**config.mk**
```make
export PLATFORM = sky130hd
export DESIGN_NAME = gteCpuPort
export DESIGN_NICKNAME = d
export VERILOG_FILES = /design/src/logic/gtePkg.sv /design/src/logic/gteCpuPort.sv /design/src/logic/gteLeadCount.sv /design/src/logic/gteReadMux.sv /design/src/logic/gteRegFile.sv /design/src/logic/gteShadowRegs.sv
export SDC_FILE = /design/constraint.sdc
export NUM_CORES = 2
export LEC_CHECK = 0
export BUFFER_PORTS_ARGS = -buffer_cell sky130_fd_sc_hd__buf_2
export CORE_AREA = 2 2 583 585
export DETAILED_ROUTE_END_ITERATION = 12
export DIE_AREA = 0 0 585 587
export PLACE_DENSITY = 0.48
export RECOVER_POWER = 25
export SLEW_MARGIN = 20
export SYNTH_ARGS = -nofsm -noshare
export SYNTH_HDL_FRONTEND = slang
export SYNTH_SLANG_ARGS = --single-unit
export TNS_END_PERCENT = 5
```
**constraint.sdc**
```tcl
create_clock -name i_clk -period 66.6 [get_ports i_clk]
set_input_delay 13.32 -clock i_clk [delete_from_list [all_inputs] [get_ports i_clk]]
set_output_delay 13.32 -clock i_clk [all_outputs]
set_load 0.005 [all_outputs]
```
**src/logic/gtePkg.sv**
```systemverilog
package gtePkg;

	// --------------------------------------------------------------------
	// Widths
	// --------------------------------------------------------------------
	typedef logic [31:0] word_t;     // CPU register word
	typedef logic [15:0] half_t;     // IR, SX, SY, SZ
	typedef logic [5:0]  regId_t;    // Bit 5 selects control side
	typedef logic [4:0]  regAdr_t;   // Address inside one file
	typedef logic [5:0]  leadCnt_t;  // 1..32

	// CPU request, one strobe per cycle at most
	typedef struct packed {
		logic   rd;
		logic   wr;
		regId_t id;
		word_t  data;
	} cpuReq_t;

	// Registers held outside the files
	typedef struct packed {
		half_t [3:0] ir;
		half_t [2:0] sx;     // SXY FIFO, X half
		half_t [2:0] sy;     // SXY FIFO, Y half
		half_t [3:0] sz;
		word_t [2:0] rgb;
		leadCnt_t    lzcr;   // Count taken at LZCS write
	} shadowView_t;

	// --------------------------------------------------------------------
	// Register IDs
	// --------------------------------------------------------------------
	localparam regId_t REG_VZ0  = 6'd1;
	localparam regId_t REG_VZ1  = 6'd3;
	localparam regId_t REG_VZ2  = 6'd5;
	localparam regId_t REG_OTZ  = 6'd7;
	localparam regId_t REG_IR0  = 6'd8;
	localparam regId_t REG_IR1  = 6'd9;
	localparam regId_t REG_IR2  = 6'd10;
	localparam regId_t REG_IR3  = 6'd11;
	localparam regId_t REG_SXY0 = 6'd12;
	localparam regId_t REG_SXY1 = 6'd13;
	localparam regId_t REG_SXY2 = 6'd14;
	localparam regId_t REG_SXP  = 6'd15;   // Write pushes the FIFO
	localparam regId_t REG_SZ0  = 6'd16;
	localparam regId_t REG_SZ1  = 6'd17;
	localparam regId_t REG_SZ2  = 6'd18;
	localparam regId_t REG_SZ3  = 6'd19;
	localparam regId_t REG_RGB0 = 6'd20;
	localparam regId_t REG_RGB1 = 6'd21;
	localparam regId_t REG_RGB2 = 6'd22;
	localparam regId_t REG_IRGB = 6'd28;
	localparam regId_t REG_ORGB = 6'd29;
	localparam regId_t REG_LZCS = 6'd30;
	localparam regId_t REG_LZCR = 6'd31;
	localparam regId_t REG_R33  = 6'd36;   // Control side from here
	localparam regId_t REG_L33  = 6'd44;
	localparam regId_t REG_LB3  = 6'd52;
	localparam regId_t REG_H    = 6'd58;
	localparam regId_t REG_ZSF4 = 6'd62;

endpackage

```
**src/logic/gteCpuPort.sv**
```systemverilog
module gteCpuPort (
	input  logic            i_clk,
	input  logic            resetStatus,
	input  gtePkg::cpuReq_t i_req,
	output gtePkg::word_t   o_dataOut
);
	import gtePkg::*;

	// --------------------------------------------------------------------
	// Request decode, bit 5 picks the file
	// --------------------------------------------------------------------
	logic        isCtrl;
	logic        dataRd, ctrlRd;
	logic        dataWr, ctrlWr;
	word_t       dataFileOut;    // Data file read port
	word_t       ctrlFileOut;    // Control file read port
	shadowView_t view;           // Registers outside the files

	assign isCtrl = i_req.id[5];
	assign dataRd = i_req.rd & ~isCtrl;
	assign ctrlRd = i_req.rd &  isCtrl;
	assign dataWr = i_req.wr & ~isCtrl;   // Shadow IDs also land in the file
	assign ctrlWr = i_req.wr &  isCtrl;

	gteRegFile dataFile (
		.i_clk    (i_clk),
		.i_rd     (dataRd),
		.i_rdAdr  (i_req.id[4:0]),
		.o_rdData (dataFileOut),
		.i_wr     (dataWr),
		.i_wrAdr  (i_req.id[4:0]),
		.i_wrData (i_req.data)
	);

	gteRegFile ctrlFile (
		.i_clk    (i_clk),
		.i_rd     (ctrlRd),
		.i_rdAdr  (i_req.id[4:0]),
		.o_rdData (ctrlFileOut),
		.i_wr     (ctrlWr),
		.i_wrAdr  (i_req.id[4:0]),
		.i_wrData (i_req.data)
	);

	gteShadowRegs shadowRegs (
		.i_clk       (i_clk),
		.resetStatus (resetStatus),
		.i_req       (i_req),
		.o_view      (view)
	);

	gteReadMux readMux (
		.i_clk       (i_clk),
		.resetStatus (resetStatus),
		.i_req       (i_req),
		.i_dataFile  (dataFileOut),
		.i_ctrlFile  (ctrlFileOut),
		.i_view      (view),
		.o_dataOut   (o_dataOut)
	);

endmodule

```
**src/logic/gteLeadCount.sv**
```systemverilog
module gteLeadCount (
	input  gtePkg::word_t    i_value,
	output gtePkg::leadCnt_t o_count
);
	import gtePkg::*;

	logic [30:0] diffBits;   // Set where a bit differs from bit 31
	leadCnt_t    runLen;     // Equal bits below the sign, 0..31

	assign diffBits = i_value[30:0] ^ {31{i_value[31]}};

	// Scan down from bit 30, stop at first difference
	always_comb begin : runScan
		logic stop;
		runLen = '0;
		stop   = 1'b0;
		for (int i = 30; i >= 0; i--) begin
			if (diffBits[i]) begin
				stop = 1'b1;
			end else if (!stop) begin
				runLen = runLen + leadCnt_t'(1);
			end
		end
	end

	assign o_count = runLen + leadCnt_t'(1);   // Sign bit counts too

endmodule

```
**src/logic/gteReadMux.sv**
```systemverilog
module gteReadMux (
	input  logic                i_clk,
	input  logic                resetStatus,
	input  gtePkg::cpuReq_t     i_req,
	input  gtePkg::word_t       i_dataFile,
	input  gtePkg::word_t       i_ctrlFile,
	input  gtePkg::shadowView_t i_view,
	output gtePkg::word_t       o_dataOut
);
	import gtePkg::*;

	// One IR value to a 5-bit colour channel
	function automatic logic [4:0] colourChan(input half_t ir);
		if (ir[15]) begin
			return 5'd0;          // Negative clamps to 0
		end else if (|ir[14:12]) begin
			return 5'd31;         // 0x1000 and up saturates
		end
		return ir[11:7];
	endfunction

	logic        signExt, zeroExt;    // Promotion of incoming ID
	logic        capSign, capZero;    // Same, captured
	logic        capValid;            // Read seen since reset
	logic        capHit;              // Captured ID is a shadow register
	regId_t      capId;
	logic [1:0]  slot;
	half_t       irSel;
	logic [14:0] packedRgb;           // B:G:R, red in low bits
	word_t       shadowWord, capShadow, srcWord;

	// --------------------------------------------------------------------
	// Request side
	// --------------------------------------------------------------------
	assign signExt = i_req.id inside {REG_VZ0, REG_VZ1, REG_VZ2, [REG_IR0:REG_IR3],
		REG_R33, REG_L33, REG_LB3};
	assign zeroExt = i_req.id inside {REG_OTZ, [REG_SZ0:REG_SZ3], [REG_H:REG_ZSF4]};

	assign slot      = i_req.id[1:0];
	assign irSel     = i_view.ir[slot];
	assign packedRgb = {colourChan(i_view.ir[3]), colourChan(i_view.ir[2]),
		colourChan(i_view.ir[1])};

	always_comb begin : shadowSelect
		case (i_req.id)
			REG_IR0, REG_IR1, REG_IR2, REG_IR3: shadowWord = {{16{irSel[15]}}, irSel};
			REG_SXY0, REG_SXY1, REG_SXY2: shadowWord = {i_view.sy[slot], i_view.sx[slot]};
			REG_SXP:  shadowWord = {i_view.sy[2], i_view.sx[2]};   // Mirror, read never shifts
			REG_SZ0, REG_SZ1, REG_SZ2, REG_SZ3: shadowWord = {16'h0, i_view.sz[slot]};
			REG_RGB0, REG_RGB1, REG_RGB2: shadowWord = i_view.rgb[slot];
			REG_IRGB, REG_ORGB: shadowWord = {17'h0, packedRgb};   // Both read the packed colour
			REG_LZCR: shadowWord = {26'h0, i_view.lzcr};
			default:  shadowWord = '0;
		endcase
	end

	// --------------------------------------------------------------------
	// Capture at the read edge
	// --------------------------------------------------------------------
	always_ff @(posedge i_clk) begin
		if (resetStatus) begin
			capId    <= '0;
			capSign  <= 1'b0;
			capZero  <= 1'b0;
			capValid <= 1'b0;
		end else if (i_req.rd) begin
			capId    <= i_req.id;
			capSign  <= signExt;
			capZero  <= zeroExt;
			capValid <= 1'b1;
		end
	end

	always_ff @(posedge i_clk) begin
		if (i_req.rd) begin
			capShadow <= shadowWord;   // Later shadow writes leave the result alone
		end
	end

	// --------------------------------------------------------------------
	// Source select and 16-bit promotion
	// --------------------------------------------------------------------
	assign capHit = capId inside {[REG_IR0:REG_RGB2], REG_IRGB, REG_ORGB, REG_LZCR};

	always_comb begin : sourceSelect
		if (!capValid) begin
			srcWord = '0;            // Nothing read yet
		end else if (capId[5]) begin
			srcWord = i_ctrlFile;
		end else if (capHit) begin
			srcWord = capShadow;
		end else begin
			srcWord = i_dataFile;
		end
	end

	always_comb begin : promote
		o_dataOut = srcWord;
		if (capSign) begin
			o_dataOut[31:16] = {16{srcWord[15]}};
		end else if (capZero) begin
			o_dataOut[31:16] = '0;
		end
	end

endmodule

```
**src/logic/gteRegFile.sv**
```systemverilog
module gteRegFile (
	input  logic            i_clk,

	// Read side
	input  logic            i_rd,
	input  gtePkg::regAdr_t i_rdAdr,
	output gtePkg::word_t   o_rdData,

	// Write side
	input  logic            i_wr,
	input  gtePkg::regAdr_t i_wrAdr,
	input  gtePkg::word_t   i_wrData
);
	import gtePkg::*;

	word_t mem [32];   // 32 x 32 storage

	// Nonblocking read gives old word on same-address write
	always_ff @(posedge i_clk) begin
		if (i_wr) begin
			mem[i_wrAdr] <= i_wrData;
		end
		if (i_rd) begin
			o_rdData <= mem[i_rdAdr];   // Held until next read strobe
		end
	end

endmodule

```
**src/logic/gteShadowRegs.sv**
```systemverilog
module gteShadowRegs (
	input  logic                i_clk,
	input  logic                resetStatus,
	input  gtePkg::cpuReq_t     i_req,
	output gtePkg::shadowView_t o_view
);
	import gtePkg::*;

	// --------------------------------------------------------------------
	// Write data slices
	// --------------------------------------------------------------------
	half_t      lowHalf;     // SX, IR, SZ source
	half_t      highHalf;    // SY source
	logic [1:0] slot;        // Entry inside a register group
	leadCnt_t   lzcsCount;   // Leading bits of the word on the bus

	assign lowHalf  = i_req.data[15:0];
	assign highHalf = i_req.data[31:16];
	assign slot     = i_req.id[1:0];   // Groups start on a 4-aligned ID

	gteLeadCount leadCount (
		.i_value (i_req.data),
		.o_count (lzcsCount)
	);

	// --------------------------------------------------------------------
	// Register update
	// --------------------------------------------------------------------
	always_ff @(posedge i_clk) begin
		if (resetStatus) begin
			o_view <= '0;
		end else if (i_req.wr) begin
			case (i_req.id)
				REG_IR0, REG_IR1, REG_IR2, REG_IR3: begin
					o_view.ir[slot] <= lowHalf;   // Low 16 bits only
				end
				REG_SXY0, REG_SXY1, REG_SXY2: begin
					o_view.sx[slot] <= lowHalf;    // Direct load, no shift
					o_view.sy[slot] <= highHalf;
				end
				REG_SXP: begin
					// Push, oldest entry drops out
					o_view.sx[0] <= o_view.sx[1];
					o_view.sy[0] <= o_view.sy[1];
					o_view.sx[1] <= o_view.sx[2];
					o_view.sy[1] <= o_view.sy[2];
					o_view.sx[2] <= lowHalf;
					o_view.sy[2] <= highHalf;
				end
				REG_SZ0, REG_SZ1, REG_SZ2, REG_SZ3: begin
					o_view.sz[slot] <= lowHalf;
				end
				REG_RGB0, REG_RGB1, REG_RGB2: begin
					o_view.rgb[slot] <= i_req.data;   // Full word kept
				end
				REG_LZCS: begin
					o_view.lzcr <= lzcsCount;   // LZCS word itself lives in file
				end
				default: begin
					// File-only register, nothing held here
				end
			endcase
		end
	end

endmodule

```
==> key figures <==
Clock tree
  • Clock Sinks: roughly 2500
  • Post-CTS setup buffer count: 0
  • Reg clk slew, reported paths: 60 ps
  • H-tree Lvls: 5
  • Clk root buf: clkbuf_16
  • CTS tree: done
  • Hold-fix buffers at CTS: 0
  • Clk Latency, worst-skew pair: 870 ps
  • TritonCTS buffer count: 268
  • Cts repair resizes: 0
  • CTS Buffer Depth: 4

Critical path
  • Max FO, Critical Path: 76
  • Capture point of the worst path: shadowRegs.o_view[5]
  • Critical Path Max Stage Delay: 2570 ps
  • Worst setup path start: i_req[28]
  • Worst path bufs/invs: 5
  • CP max-delay cell: clkbuf_1
  • Path depth of the worst reg2reg path: 3
  • Worst Path Required: 67260 ps
  • Crit path kind: primary input to register
  • CP startpoint kind: primary input
  • Critical path endpoint category: register
  • Worst EP arrival: approximately 40000 ps
  • CP top delay family: adder cells
  • R2r setup slk: 64400 ps
  • Crit Reg-Reg Endpoint: ctrlFile.o_rdData[22]
  • Levels on crit path: 112
  • Reg2Reg Launch Point: ctrlFile.mem[31][22]
  • CP most frequent cell: ha_1

Floorplanning
  • # IOs: 74
  • Die area: 343000 um2
  • Core area: 338000 um2
  • Starting Density: 29.8%
  • Die Wd: just under 600 um
  • Die H: ~590 um
  • Rows: 214

Timing
  • Period utilisation layout: 58.0%
  • Relative slew margins: -193%
  • RSZ-0062 raised after global routing: false
  • Setup-failing EPs final: 0
  • Hold Slack: 453 ps
  • Setup TNS: 0 ps
  • Final Hold Viols: 0
  • Worst-Margin Slew: 4390 ps
  • Setup Skew: 66.9 ps
  • Fmax: 0.0259 GHz
  • Final Max Slew Viols: about 1600
  • Fin crit period: 38640 ps

Yosys
  • Synth top area cells: edfxtp_1 (64%), mux4_2 (15%), dfxtp_1 (6.7%)
  • Yosys reg bits: between 2000 and 2500
  • Top_reg_cell synth: edfxtp_1
  • Commonest cells post-synth: edfxtp_1 (2144), nand2_1 (725), mux4_2 (672), dfxtp_1 (335), a21oi_1 (333)
  • Count leader, synth: edfxtp_1
  • Share of the synthesized area in the top cell type: 63.9%
  • Synth cell types: 96
  • Syn avg cell area: roughly 17 um2
  • Top cell type by total area after synthesis: edfxtp_1
  • Post-Syn Nets: 5889
  • Mapped Area: 101000 um2
  • Post-synth EDFFs: 2144
  • Syn Inst Count: 5818
  • Seq/Total Area, Yosys: 70.6%
  • Synth Warn #: 0
  • Async S/R FF share, synth: 0%

Cells and area
  • Layout cells sized above 1: 23.1%
  • End-of-flow core utilization: 34.2%
  • Nets@finish: between 6000 and 7000
  • Synth-to-layout area growth: 14.6%

Global routing
  • Grt ovf: 0
  • Initial antenna violation count: 19
  • Pin count of the biggest net entering global routing: 102
  • Gr usage total: 18.4%
  • Global-route wire length before repair: 449000 um
  • Vias in the first global route: 56900

Power
  • Cell Pwr Density: 28.9 nW/um2
  • Clock power frac: 43.1%
  • Int Power: 2590 uW
  • Part of the power in registers: 51.2%
  • Net Switching: 740 uW
  • Leak: 0.0355 uW
  • Switching share of power: 22.2%
  • Comb pwr share: 5.7%
  • Peak VDD IR: roughly 0.017 mV

Drt
  • Routed met2 length: 158000 um
  • WL final: 322000 um
  • DR DRC count: 0
  • Initial DRC count: between 5000 and 6000
  • WL/cell: 30.1 um
  • WL met3: 18700 um
  • Total number of vias: 56200
  • Final ANT Viol Nets: 0
  • First drt pass iteration count: 6
  • Max Used Layer: met5
  • WL met1: 133000 um
  • Via density: 5.25

Hold path
  • Hold Crit Class: register to register

Flow run
  • Max-cap violations: 33

Status
  • Failing checks: max-capacitance violations, max-slew violations
  • Status: finished, violations left

Place
  • HPWL Detailed: between 150000 and 200000 um
  • Final Wtd Congestion: approximately 0.84
  • Port Buffer Count: 73
==> per-stage QoR <==
step / cells / power, uW / instance area (um2) / setup slack [ps]
3_3_place_gp: 10200 / 1930 / 107000 / 29990
5_1_grt: 10700 / 3430 / 115000 / 26070
3_5_place_dp: 10200 / 1930 / 107000 / 29970
2_1_floorplan: 5818 / 1840 / 101000 / 31570
4_1_cts: 10700 / 3370 / 115000 / 30760
6_report: 10700 / 3340 / 115000 / 27960
==> worst reg2reg max path: stages, from the launching register on <==
cell	delay, ps
edfxtp_1	370
mux4_2	480
mux4_2	550
mux2_2	490
==> how the worst min path moves through the flow <==
stage	startpoint	end	slack (ps)	cells after the start
after floorplan	shadowRegs.o_view[3]	shadowRegs.o_view[3]	430	2
after global placement	shadowRegs.o_view[312]	shadowRegs.o_view[312]	440	2
after detailed placement	shadowRegs.o_view[143]	shadowRegs.o_view[143]	440	2
after CTS	shadowRegs.o_view[143]	shadowRegs.o_view[143]	450	2
after global routing	shadowRegs.o_view[18]	shadowRegs.o_view[18]	470	2
final	shadowRegs.o_view[158]	shadowRegs.o_view[158]	450	2
==> per-layer routing <==
layer  vias up  global-route usage (%)
met4         2                    6.61
met2      1997                    30.9
met1     30300                    24.2
li1      23400                       -
met3       473                    2.66
met5         -                       0
==> flip-flops by register name, summed over array words and instances, names as in the netlist <==
| name | cells |
|---|---|
| readMux.capValid | 1 |
| readMux.capSign | 1 |
| ctrlFile.o_rdData | 32 |
| readMux.capShadow | 32 |
| readMux.capId | 6 |
| readMux.capZero | 1 |
| dataFile.mem | 1024 |
| shadowRegs.o_view | 326 |
| dataFile.o_rdData | 32 |
| ctrlFile.mem | 1024 |
==> cell families (layout without fill, tap and decap cells) <==
kind of cell,Yosys count,in the layout,synth area share [%]
adder cells (fa/ha/maj),30,30,0.370
AND/OR/NAND/NOR,1182,1182,4.94
buffers and inverters,434,760,1.65
multiplexers,852,852,16.9
XOR/XNOR,79,79,0.892
AO/OA/AOI/OAI,762,762,4.67
other,0,18,0
flip-flops,2479,2479,70.6
==> power by group through the flow <==
stage	clock, uW	sequential, uW	combinational (uW)
3_5_place_dp	0	1740	195
2_1_floorplan	0	1740	107
6_report	1440	1710	191
5_1_grt	1520	1710	203
4_1_cts	1470	1710	195
3_3_place_gp	0	1740	193
==> area by class of cell <==
class                   instances  area [um2]
flip-flops and latches       2479       71100
clock inverters               102         856
fillers                     32100      223000
multi-input cells            2905       28500
diodes                         18        45.0
repair buffers                246        1680
inverters                      42         161
clock buffers                 370        7380
well taps                    4536        5680
==> cells in the final DEF, fill, tap and decap left out, drive strengths merged, types with 103 or more instances in the layout <==
cell / n
o21ai: 144
nor2: 222
buf: 201
clkbuf: 415
edfxtp: 2144
nand2: 725
mux4: 672
a21oi: 335
mux2i: 103
dfxtp: 335
Note: power is estimated with default switching activity, not from simulation.
